File: src/he_macros.svh
`ifndef HE_MACROS_SVH
`define HE_MACROS_SVH

//////////////////////////////////////////////////////////////////////
// datapath widths
//////////////////////////////////////////////////////////////////////

// physical address and data word
`define HE_ADDR_W      40
`define HE_DATA_W      64

// coefficient width and largest supported polynomial degree exponent
`define HE_COEF_W      30
`define HE_LOGN_MAX    12

// one bank holds half the slots, so its address is one bit short
`define HE_SLOT_W      11

// csr index and the io field on top of the address
`define HE_CSR_IDX_W   8
`define HE_HIO_W       4

//////////////////////////////////////////////////////////////////////
// csr map
//////////////////////////////////////////////////////////////////////

`define HE_CSR_LOGN    0
`define HE_CSR_A1      1
`define HE_CSR_WB1     2
`define HE_CSR_A2      3
`define HE_CSR_WB2     4
`define HE_CSR_START   5
`define HE_CSR_STATUS  6

// interrupt target for the completion write
`define HE_INTR_ADDR   40'h30_0000

`endif

File: src/he_pkg.sv
`default_nettype none

`include "he_macros.svh"

package he_pkg;

   typedef enum logic {
      HE_MSG_RD = 1'b0,
      HE_MSG_WR = 1'b1
   } he_msg_e;

   // wide enough to hold HE_LOGN_MAX itself
   typedef logic [$clog2(`HE_LOGN_MAX+1)-1:0] he_logn_t;

   typedef struct packed {
      he_msg_e               msg;
      logic [`HE_ADDR_W-1:0] addr;
      logic [`HE_DATA_W-1:0] data;
   } he_host_cmd_s;

   typedef struct packed {
      he_msg_e               msg;
      logic [`HE_ADDR_W-1:0] addr;
      logic [`HE_DATA_W-1:0] data;
   } he_host_resp_s;

   // one address word, seen either as device space or as a csr index
   typedef union packed {
      struct packed {
         logic [`HE_HIO_W-1:0]            hio;
         logic [`HE_ADDR_W-`HE_HIO_W-1:0] offset;
      } global_v;
      struct packed {
         logic [`HE_ADDR_W-`HE_CSR_IDX_W-1:0] pad;
         logic [`HE_CSR_IDX_W-1:0]            idx;
      } local_v;
   } he_addr_u;

   typedef struct packed {
      he_msg_e               msg;
      logic [`HE_ADDR_W-1:0] addr;
      logic [`HE_DATA_W-1:0] data;
   } he_mem_cmd_s;

   typedef struct packed {
      he_logn_t    logn;
      logic [31:0] a1;
      logic [31:0] wb1;
      logic [31:0] a2;
      logic [31:0] wb2;
   } he_job_cfg_s;

   typedef struct packed {
      logic [`HE_ADDR_W-1:0] base;
      he_logn_t              logn;
      logic                  store;
   } he_dma_req_s;

endpackage

`default_nettype wire

File: src/he_csr_regs.sv
`timescale 1ns/1ns
`default_nettype none

`include "he_macros.svh"

module he_csr_regs (
   input  wire logic                  clk_i,
   input  wire logic                  reset_i,
   input  wire logic                  host_cmd_v_i,
   input  wire he_pkg::he_host_cmd_s  host_cmd_i,
   input  wire logic                  busy_i,
   output logic                       host_resp_v_o,
   output he_pkg::he_host_resp_s      host_resp_o,
   output he_pkg::he_job_cfg_s        cfg_o,
   output logic                       start_o
);

   he_pkg::he_addr_u      cmd_addr;
   he_pkg::he_job_cfg_s   cfg_r;
   he_pkg::he_host_resp_s resp_r;
   logic                  resp_v_r;
   logic                  start_r;
   logic                  is_wr;
   logic                  csr_hit;
   logic [`HE_DATA_W-1:0] rd_val;

   assign cmd_addr = host_cmd_i.addr;
   assign is_wr    = (host_cmd_i.msg == he_pkg::HE_MSG_WR);

   // only hio zero lands in the register file
   assign csr_hit  = (cmd_addr.global_v.hio == '0);

   //////////////////////////////////////////////////////////////////////
   // read mux
   //////////////////////////////////////////////////////////////////////

   always_comb
   begin
      rd_val = '0;
      case (cmd_addr.local_v.idx)
         `HE_CSR_LOGN:   rd_val = `HE_DATA_W'(cfg_r.logn);
         `HE_CSR_A1:     rd_val = `HE_DATA_W'(cfg_r.a1);
         `HE_CSR_WB1:    rd_val = `HE_DATA_W'(cfg_r.wb1);
         `HE_CSR_A2:     rd_val = `HE_DATA_W'(cfg_r.a2);
         `HE_CSR_WB2:    rd_val = `HE_DATA_W'(cfg_r.wb2);
         `HE_CSR_START:  rd_val = `HE_DATA_W'(start_r);
         // a pending start already counts as busy
         `HE_CSR_STATUS: rd_val = `HE_DATA_W'(busy_i | start_r);
         default:        rd_val = '0;
      endcase
   end

   //////////////////////////////////////////////////////////////////////
   // register writes and response valid
   //////////////////////////////////////////////////////////////////////

   always_ff @(posedge clk_i)
   begin
      if (reset_i)
      begin
         resp_v_r <= 1'b0;
         start_r  <= 1'b0;
         cfg_r    <= '0;
      end
      else
      begin
         // reads outside the csr space are dropped silently
         resp_v_r <= host_cmd_v_i & (csr_hit | is_wr);
         start_r  <= 1'b0;
         if (host_cmd_v_i && csr_hit && is_wr)
         begin
            case (cmd_addr.local_v.idx)
               `HE_CSR_LOGN:  cfg_r.logn <= host_cmd_i.data[$bits(he_pkg::he_logn_t)-1:0];
               `HE_CSR_A1:    cfg_r.a1   <= host_cmd_i.data[31:0];
               `HE_CSR_WB1:   cfg_r.wb1  <= host_cmd_i.data[31:0];
               `HE_CSR_A2:    cfg_r.a2   <= host_cmd_i.data[31:0];
               `HE_CSR_WB2:   cfg_r.wb2  <= host_cmd_i.data[31:0];
               `HE_CSR_START: start_r    <= host_cmd_i.data[0];
               default:       ;
            endcase
         end
      end
   end

   // response fields follow every command, writes echo their data
   always_ff @(posedge clk_i)
   begin
      if (host_cmd_v_i)
      begin
         resp_r.msg  <= host_cmd_i.msg;
         resp_r.addr <= host_cmd_i.addr;
         resp_r.data <= is_wr ? host_cmd_i.data : rd_val;
      end
   end

   assign host_resp_v_o = resp_v_r;
   assign host_resp_o   = resp_r;
   assign cfg_o         = cfg_r;
   assign start_o       = start_r;

endmodule

`default_nettype wire

File: config.mk
export PLATFORM = sky130hd
export DESIGN_NAME = he_csr_regs
export DESIGN_NICKNAME = d
export VERILOG_FILES = /design/src/he_pkg.sv /design/src/he_csr_regs.sv
export VERILOG_INCLUDE_DIRS = /design/src
export SDC_FILE = /design/constraint.sdc
export NUM_CORES = 1
export LEC_CHECK = 0
export ABC_AREA = 1
export BUFFER_PORTS_ARGS = -buffer_cell sky130_fd_sc_hd__clkbuf_2
export CORE_UTILIZATION = 35
export CTS_CLUSTER_DIAMETER = 80
export DETAILED_ROUTE_END_ITERATION = 6
export GPL_ROUTABILITY_DRIVEN = 0
export PLACE_DENSITY = 0.61
export SLEW_MARGIN = 40
export SYNTH_ARGS = -nofsm -noshare
export SYNTH_HDL_FRONTEND = slang
export SYNTH_SLANG_ARGS = --single-unit
File: constraint.sdc
create_clock -name clk_i -period 2.7 [get_ports clk_i]
set_input_delay 0.27 -clock clk_i [delete_from_list [all_inputs] [get_ports clk_i]]
set_output_delay 0.27 -clock clk_i [all_outputs]
set_load 0.05 [all_outputs]
==> impl_metrics.json, run 1 <==
{
  "clk_pin_slew_ps": 60,
  "grt_util_all_layers_pct": 21.30,
  "crit_path_end_kind": "flop",
  "finalSetupViolations": 0,
  "cts.sinks": 239,
  "holdPathStages": 3,
  "yosysWarnings": 0,
  "hpwlAfterDp_um": 21660,
  "clock_latency_ps": 550,
  "final.setup_skew_ps": 12.11,
  "timing.fmax_mhz": 511.3,
  "post-cts-setup-buffers": 0,
  "fp.dieW_um": 175.1,
  "crit_type": "in2reg",
  "first_pass_iters": 5,
  "core_area_um2": 29560,
  "synth-seq-cells": 239,
  "startpoint_type": "input port",
  "nNetsFinal": 1804,
  "p_per_area_nw_per_um2": 603.3,
  "cts_root_buf": "clkbuf_16",
  "synth.top_cell.area_share_pct": 30.07,
  "p_leak_nw": 6.581,
  "synthDistinctLibCells": 23,
  "critPathMaxFanout": 42,
  "seq_area_frac_synth_pct": 55.65,
  "first_iter_violations": 732,
  "finalCriticalPeriod_ps": 1956,
  "synthTopCellsByArea": "edfxtp_1 (30%), dfxtp_1 (26%), nand2_1 (11%), nand3_1 (9.1%), a21oi_1 (6.3%)",
  "rsz0062_at_grt": "false",
  "fin_ws_ps": 744.2,
  "dr_total_vias": 10188,
  "sw_frac_of_total_pct": 26.91,
  "totalPowerFinal_mw": 8.634,
  "drv_cap": 0,
  "grt_start_max_net_pins": 145,
  "io-pin-count": 348,
  "outcome": "finished clean",
  "slew_viol_final": 0,
  "netlist.top_cell.by_area": "edfxtp_1",
  "ant_nets": 0,
  "synthToLayoutAreaGrowth_pct": 36.46,
  "syn-cell-area_um2": 10490,
  "grt_pass1_wl_um": 52130,
  "drc": 0,
  "finalHoldViolCount": 0,
  "grt_pass1_vias": 9218,
  "p_int_mw": 6.310,
  "numPortBuffers": 347,
  "detail_route.wl_per_cell_um": 16.07,
  "numCtsBuffers": 27,
  "synth_nets": 1411,
  "overflow": 0,
  "dieArea_um2": 30660,
  "finalCritPeriodShare_pct": 72.44,
  "antenna_found_initial": 1,
  "fin_area_um2": 14310,
  "die_h_um": 175.1,
  "required_ps": 3140,
  "pwr-share-clk_pct": 42.6,
  "peakVddDrop_mv": 0.5114,
  "dpl-instance-area_um2": 12500,
  "power_frac_seq_pct": 45.6,
  "worst_pin_slew_ps": 837.3,
  "switching_power_mw": 2.324,
  "netlist_instances": 1302,
  "avgSynthCellArea_um2": 8.054,
  "cts_max_path_buffers": 3,
  "rr_worst_depth": 8,
  "critPathArrivalTime_ps": 2390,
  "drive_above_1_share_pct": 25.06,
  "dpl_worst_slack_ps": 727.5,
  "combPwrFrac_pct": 11.8,
  "initial_utilization_pct": 35.48,
  "vias_per_cell": 4.835,
  "cts_max_level": 1,
  "row_count": 63,
  "max_slew_margin_pct": 44.18,
  "min_path_type": "in2reg",
  "routed_wl_um": 33850,
  "cts_tree": "built",
  "fin_tns_setup_ps": 0
}
==> per-layer routing <==
layer | global-route usage, % | vias up | wire length, um
met1 | 27.44 | 4707 | 14470
met5 | 0 | - | 0
met4 | 5.326 | 0 | 748
met3 | 4.199 | 47 | 2294
met2 | 36.41 | 392 | 16340
li1 | - | 5042 | -
==> per-stage QoR <==
step,util [%],instances,hold WS (ps)
floorplan,-,1302,342.8
global placement,42.28,1964,446.6
detailed placement,42.28,1964,448.6
CTS,48.40,2106,0.7403
global route,48.41,2107,6.694
finish,48.41,2107,21.98
==> power groups by stage <==
| stage | clock (mW) | sequential [mW] | combinational, mW |
|---|---|---|---|
| 6_report | 3.68 | 3.94 | 1.02 |
| 5_1_grt | 3.91 | 3.95 | 1.07 |
| 4_1_cts | 3.77 | 3.94 | 1.02 |
| 3_5_place_dp | 0 | 4.01 | 0.904 |
| 3_3_place_gp | 0 | 4.01 | 0.900 |
| 2_1_floorplan | 0 | 4.42 | 0.190 |
==> sequential cells by signal (all words and copies together), names as in the netlist <==
| name | cells |
|---|---|
| host_resp_o | 105 |
| cfg_o | 132 |
| start_o | 1 |
| host_resp_v_o | 1 |
==> final timing paths <==
path,startpoint,to,slack (ps)
max,host_cmd_i[69],cfg_o[16]$_SDFFE_PP0P_,740
min,host_cmd_i[14],host_resp_o[14]$_DFFE_PP_,20
max reg2reg,start_o$_SDFF_PP0_,host_resp_o[0]$_DFFE_PP_,1550
min reg2reg,cfg_o[35]$_SDFFE_PP0P_,cfg_o[35]$_SDFFE_PP0P_,510
==> kinds of logic (layout without fill, tap and decap cells) <==
group / count (synthesis) / count (layout) / share of synthesized area (%)
simple gates: 664 / 664 / 26.45
flops: 239 / 239 / 55.65
buf+inv: 204 / 618 / 8.567
compound gates: 195 / 195 / 9.331
other cells: 0 / 1 / 0
==> worst max-delay path: stages <==
cell and delay (ps):
dlygate4sd3_1 540, clkbuf_2 110, nor2_1 100, nand2_1 160, inv_2 140, buf_4 320
nand2_1 130, inv_2 110, buf_12 220, nand3_1 110, nand2_1 90, nor2_1 40
==> repair_timing <==
action	4_1_cts	5_1_grt
gates resized for setup	0	0
hold buffers	92	0
hold endpoints to repair	93	0
==> area by class of cell <==
type,instances,area [um^2]
Antenna cell,1,2.502
Clock buffer,27,675.6
Clock inverter,23,214.0
Fill cell,2868,15250
Inverter,107,405.4
Multi-Input combinational cell,859,3764
Sequential cell,239,5836
Tap cell,390,488.0
Timing Repair Buffer,461,2925
==> cell usage after synthesis, drive strengths merged <==
cell type / number
a21oi: 132
a211oi: 1
buf: 75
inv: 106
nand2: 320
edfxtp: 105
clkbuf: 22
nand3: 190
dfxtp: 134
clkinv: 1
nor2: 150
nor3: 2
o21ai: 62
nand4: 1
nor4: 1
==> cell usage in the layout, fill, tap and decap left out, types with 2 or more instances in the layout <==
| cell type | instances |
|---|---|
| o21ai_1 | 44 |
| clkinvlp_4 | 4 |
| dlygate4sd3_1 | 92 |
| clkinv_1 | 8 |
| nand2_1 | 316 |
| buf_12 | 8 |
| inv_2 | 6 |
| bufinv_16 | 3 |
| nand3_1 | 190 |
| nand2_2 | 4 |
| clkbuf_2 | 345 |
| a21oi_1 | 132 |
| edfxtp_1 | 105 |
| o21ai_0 | 18 |
| buf_4 | 15 |
| nor2_2 | 3 |
| nor2_1 | 146 |
| nor3_4 | 2 |
| dfxtp_1 | 134 |
| clkinv_2 | 7 |
| inv_1 | 98 |
| clkbuf_16 | 27 |
Power figures use the tool's default switching activity.
==> run 2: changes to the inputs <==
==> constraint.sdc (replaced) <==
create_clock -name clk_i -period 1.8 [get_ports clk_i]
set_input_delay 0.18 -clock clk_i [delete_from_list [all_inputs] [get_ports clk_i]]
set_output_delay 0.18 -clock clk_i [all_outputs]
set_load 0.05 [all_outputs]
==> run 2 against run 1 <==
  * Routed wire length rose by 2.6%
  * Worst hold slack improved by 65 ps
  * Final area rose by 3.3%
  * Cell count rose by 1.6%
  * Clock-buffer cell count rose by 13
  * Global-route usage rose by 0.59 points
  * Clock power rose by 54%
  * Sequential share of layout area fell by 1.3 points
  * Largest cell class unchanged
  * Largest power group unchanged
==> impl_metrics.json, run 2 (same netlist as run 1, synthesis figures left out) <==
{
  "final.setup_skew_ps": 6.775,
  "post-cts-setup-buffers": 0,
  "outcome": "finished clean",
  "nNetsFinal": 1840,
  "critPathMaxFanout": 44,
  "crit_path_end_kind": "flop",
  "worst_pin_slew_ps": 842.0,
  "crit_type": "in2reg",
  "antenna_found_initial": 0,
  "final_cells": 2141,
  "cts_max_path_buffers": 3,
  "critPathLaunch": "host_cmd_i[103]",
  "rsz0062_at_grt": "false",
  "layout_commonest_cell": "clkbuf_2",
  "place_inst": 1987,
  "core_area_um2": 29560,
  "dr_total_vias": 10326,
  "dieArea_um2": 30660,
  "clk_pin_slew_ps": 60,
  "numPortBuffers": 347,
  "detail_route.wl_per_cell_um": 16.22,
  "crit_cells": 10,
  "p_per_area_nw_per_um2": 890.4,
  "die_h_um": 175.1,
  "row_count": 63,
  "drv_cap": 0,
  "required_ps": 2220,
  "dpl-instance-area_um2": 12820,
  "min_path_type": "in2reg",
  "cts.sinks": 239,
  "io-pin-count": 348,
  "r2r-end": "host_resp_o[0]$_DFFE_PP_",
  "finalCriticalPeriod_ps": 1642,
  "ant_nets": 0,
  "critPathArrivalTime_ps": 2070,
  "synthToLayoutAreaGrowth_pct": 41.00,
  "crit_chain": "dlygate4sd3_1 -> clkbuf_2 -> nor2_1 -> nand2_1 -> nor3_4 -> buf_12 -> buf_12 -> nand3_1 -> nand2_1 -> nor2_1",
  "cts_max_level": 1,
  "fin_area_um2": 14790,
  "layout_common_cells": "clkbuf_2 (345), nand2_1 (316), nand3_1 (190)",
  "timing.fmax_mhz": 609.0,
  "overflow": 0,
  "peakVddDrop_mv": 0.5926,
  "largest_reg_flops": 132,
  "post_cts_resized": 0,
  "fin_tns_setup_ps": 0,
  "grt_pass1_vias": 9629,
  "clock_latency_ps": 530,
  "num-fill-cells": 2765,
  "numCtsBuffers": 27,
  "initial_utilization_pct": 35.48,
  "routed_wl_um": 34730,
  "grt_pass1_wl_um": 53260,
  "finalCritPeriodShare_pct": 91.22,
  "endpoint": "cfg_o[83]$_SDFFE_PP0P_",
  "diodes": 0,
  "startpoint_type": "input port",
  "cts_hold_buf": 105,
  "first_pass_iters": 6,
  "cts_root_buf": "clkbuf_16",
  "grt_start_max_net_pins": 106,
  "finalSetupViolations": 0,
  "p_leak_nw": 6.816,
  "drc": 0,
  "rr_worst_depth": 8,
  "first_iter_violations": 616,
  "hpwlAfterDp_um": 22540,
  "slowest_stage": "dlygate4sd3_1",
  "grt_util_all_layers_pct": 21.88,
  "cpLargestDelayFamily": "buffers and inverters",
  "regToRegSetupSlack_ps": 740,
  "vias_per_cell": 4.823,
  "finalHoldViolCount": 0,
  "r2r-start": "start_o$_SDFF_PP0_",
  "cts_tree": "built",
  "slew_viol_final": 0,
  "cpPeakStageDelay_ps": 540,
  "drive_above_1_share_pct": 25.76,
  "path_buf_inv": 4,
  "max_slew_margin_pct": 43.87,
  "fp.dieW_um": 175.1
}
## run 2: final cells by class
type                    count  area, um^2  area share, %
clock buffers              40       795.8          5.382
flip-flops and latches    239        5836          39.47
inverters                 107       405.4          2.742
multi-input cells         859        3764          25.45
well taps                 390       488.0          3.300
clock inverters             9       118.9         0.8039
repair buffers            497        3378          22.85
## run 2: worst min-delay path by stage
stage	from	endpoint	slack (ps)	cells after the start
after floorplan	reset_i	host_resp_v_o$_SDFF_PP0_	250	1
after global placement	host_cmd_i[72]	host_resp_o[72]$_DFFE_PP_	360	1
after detailed placement	host_cmd_i[79]	host_resp_o[79]$_DFFE_PP_	360	1
after CTS	host_cmd_v_i	start_o$_SDFF_PP0_	80	3
after global routing	host_cmd_v_i	start_o$_SDFF_PP0_	90	3
final	host_cmd_v_i	start_o$_SDFF_PP0_	90	3
## run 2: per-layer routing
metal	vias up	track usage, %	part of all wire, %
met5	-	0	0
met2	428	37.86	48
met3	68	3.808	7.4
li1	5108	-	-
met4	0	7.101	2.5
met1	4722	27.53	42
## run 2: report_power, final
part           switching, mW  internal (mW)
logic                   1.12          0.457
registers             0.0544           5.86
clock network           2.21           3.47
## run 2: worst register-to-register path: cells and delay by family, from the launching register on
| kind | cells | cell delay [ps] |
|---|---|---|
| flops | 1 | 320 |
| simple gates | 8 | 490 |
## run 2: per-stage QoR
stage                     total power, mW  util (%)  setup slack (ps)  hold WS [ps]
final                               13.16     50.02             158.0         87.04
after global routing                13.60     50.02             13.88         89.77
after CTS                           13.27     50.02             157.7         77.05
after detailed placement            7.404     43.37             166.1         358.6
after global placement              7.393     43.37             159.7         356.9
after floorplan                     6.919         -             480.9         252.8
==> run 3: changes to the inputs <==
--- a/config.mk
+++ b/config.mk
@@ -8,11 +8,13 @@
 export LEC_CHECK = 0
 export ABC_AREA = 1
 export BUFFER_PORTS_ARGS = -buffer_cell sky130_fd_sc_hd__clkbuf_2
+export CELL_PAD_IN_SITES_DETAIL_PLACEMENT = 1
+export CELL_PAD_IN_SITES_GLOBAL_PLACEMENT = 1
 export CORE_UTILIZATION = 35
 export CTS_CLUSTER_DIAMETER = 80
 export DETAILED_ROUTE_END_ITERATION = 6
 export GPL_ROUTABILITY_DRIVEN = 0
-export PLACE_DENSITY = 0.61
+export PLACE_DENSITY = 0.8
 export SLEW_MARGIN = 40
 export SYNTH_ARGS = -nofsm -noshare
 export SYNTH_HDL_FRONTEND = slang
==> run 3 against run 2 <==
  * Routed wire length rose by 28%
  * Clock skew rose by 12 ps
  * Flip-flop and latch count did not move
  * Total power rose by 1.3%
  * Worst hold slack got worse by 20 ps
==> impl_metrics.json, run 3 (same netlist as run 1, synthesis figures left out) <==
{
  "crit_chain": "dlygate4sd3_1 -> clkbuf_2 -> nor2_1 -> nand2_2 -> buf_4 -> nor3_4 -> buf_6 -> buf_16 -> nand2_1 -> nand2_1 -> o21ai_0 -> nand2_1",
  "layout_common_cells": "clkbuf_2 (345), nand2_1 (313), nand3_1 (190)",
  "ant_nets": 0,
  "final.setup_skew_ps": 19.20,
  "cpPeakStageDelay_ps": 540,
  "holdPathStages": 3,
  "rr_worst_depth": 4,
  "slowest_stage": "dlygate4sd3_1",
  "crit_cells": 12,
  "drv_cap": 0,
  "drive_above_1_share_pct": 26.26,
  "path_buf_inv": 5,
  "detail_route.wl_per_cell_um": 20.71,
  "final_cells": 2145,
  "first_pass_iters": 5,
  "drc": 0,
  "routed_wl_um": 44420,
  "cts_max_level": 1,
  "overflow": 0,
  "core_area_um2": 29560,
  "nNetsFinal": 1841,
  "hold_start": "host_cmd_v_i",
  "rsz0062_at_grt": "true",
  "critPathArrivalTime_ps": 2190,
  "finalCriticalPeriod_ps": 1794,
  "numCtsBuffers": 26,
  "peakVddDrop_mv": 0.7831,
  "grt_pass1_vias": 11366,
  "grt_pass1_wl_um": 64290,
  "crit_path_end_kind": "flop",
  "min_path_type": "in2reg",
  "critPathLaunch": "host_cmd_i[71]",
  "finalHoldViolCount": 0,
  "numPortBuffers": 347,
  "initial_utilization_pct": 35.48,
  "cts_max_path_buffers": 3,
  "synthToLayoutAreaGrowth_pct": 42.32,
  "hpwlAfterDp_um": 25440,
  "fp.dieW_um": 175.1,
  "first_iter_violations": 697,
  "finalSetupViolations": 0,
  "multi_input_comb_area_um2": 3776,
  "cpLargestDelayFamily": "buffers and inverters",
  "row_count": 63,
  "cts.sinks": 239,
  "dieArea_um2": 30660,
  "io-pin-count": 348,
  "critPathMaxFanout": 21,
  "finalCritPeriodShare_pct": 99.66,
  "num-fill-cells": 3551,
  "required_ps": 2200,
  "die_h_um": 175.1,
  "cpMostUsedCell": "nand2_1",
  "timing.fmax_mhz": 557.4,
  "largest_reg_flops": 132,
  "startpoint_type": "input port",
  "max_slew_margin_pct": 43.53,
  "outcome": "finished clean",
  "clk_pin_slew_ps": 70,
  "grt_start_max_net_pins": 106,
  "crit_type": "in2reg",
  "dr_total_vias": 11070,
  "antenna_found_initial": 3,
  "cts_root_buf": "clkbuf_16",
  "final-seq-area_um2": 5836,
  "vias_per_cell": 5.161,
  "layout_commonest_cell": "clkbuf_2",
  "clock_latency_ps": 540,
  "grt_util_all_layers_pct": 26.64,
  "p_leak_nw": 6.868,
  "cts_tree": "built",
  "fin_tns_setup_ps": 0,
  "worst_pin_slew_ps": 847.0,
  "r2r-start": "cfg_o[14]$_SDFFE_PP0P_",
  "p_per_area_nw_per_um2": 893.2,
  "place_inst": 1977,
  "slew_viol_final": 0
}
-- run 3: worst min-delay path, cell delays in order --
cell and delay, ps:
buf_4 130, inv_1 170, nor4_1 80
-- run 3: timing repair --
item,4_1_cts,5_1_grt
gates resized for setup,0,14
endpoints found under the hold margin,106,0
setup buffers,0,7
setup endpoints to repair,0,88
hold buffers,105,0
-- run 3: routing by layer --
metal / vias up / GRT usage, % / share of wire (%)
met3: 103 / 5.505 / 6.3
li1: 5127 / - / -
met1: 5386 / 31.48 / 40
met4: 0 / 11.16 / 3.6
met5: - / 0 / 0
met2: 454 / 46.71 / 50
-- run 3: area by class of cell --
class                      instances  share of cell area [%]
inverter                         107                   2.716
clock buffer                      38                   5.198
tap                              390                   3.270
antenna                            3                 0.05030
multi-input combinational        859                   25.30
clock inverter                    10                  0.9306
sequential                       239                   39.10
timing repair buffer             499                   23.43
-- run 3: path summary, 6_finish.rpt --
path,slack (ps),to
min reg2reg,510,cfg_o[123]$_SDFFE_PP0P_
min,70,start_o$_SDFF_PP0_
max,6,host_resp_o[4]$_DFFE_PP_
max reg2reg,650,host_resp_o[14]$_DFFE_PP_
-- run 3: through the flow --
stage          area (um^2)  hold slack, ps  setup WS, ps  utilization [%]  total power, mW
2_1_floorplan        10490           252.8         480.9                -            6.919
3_5_place_dp         12740           359.2         89.79            43.12            7.412
3_3_place_gp         12740           357.0         85.20            43.12            7.380
4_1_cts              14710           40.56         53.30            49.77            13.24
6_report             14920           66.98         6.112            50.49            13.33
5_1_grt              14920           74.95        -65.16            50.49            13.64
-- run 3: report_power, final --
part | total [mW] | leakage, nW | switching (mW) | internal [mW]
Combinational | 1.64 | 4.30 | 1.18 | 0.458
Sequential | 5.93 | 2.12 | 0.0780 | 5.86
Clock | 5.75 | 0.452 | 2.33 | 3.42
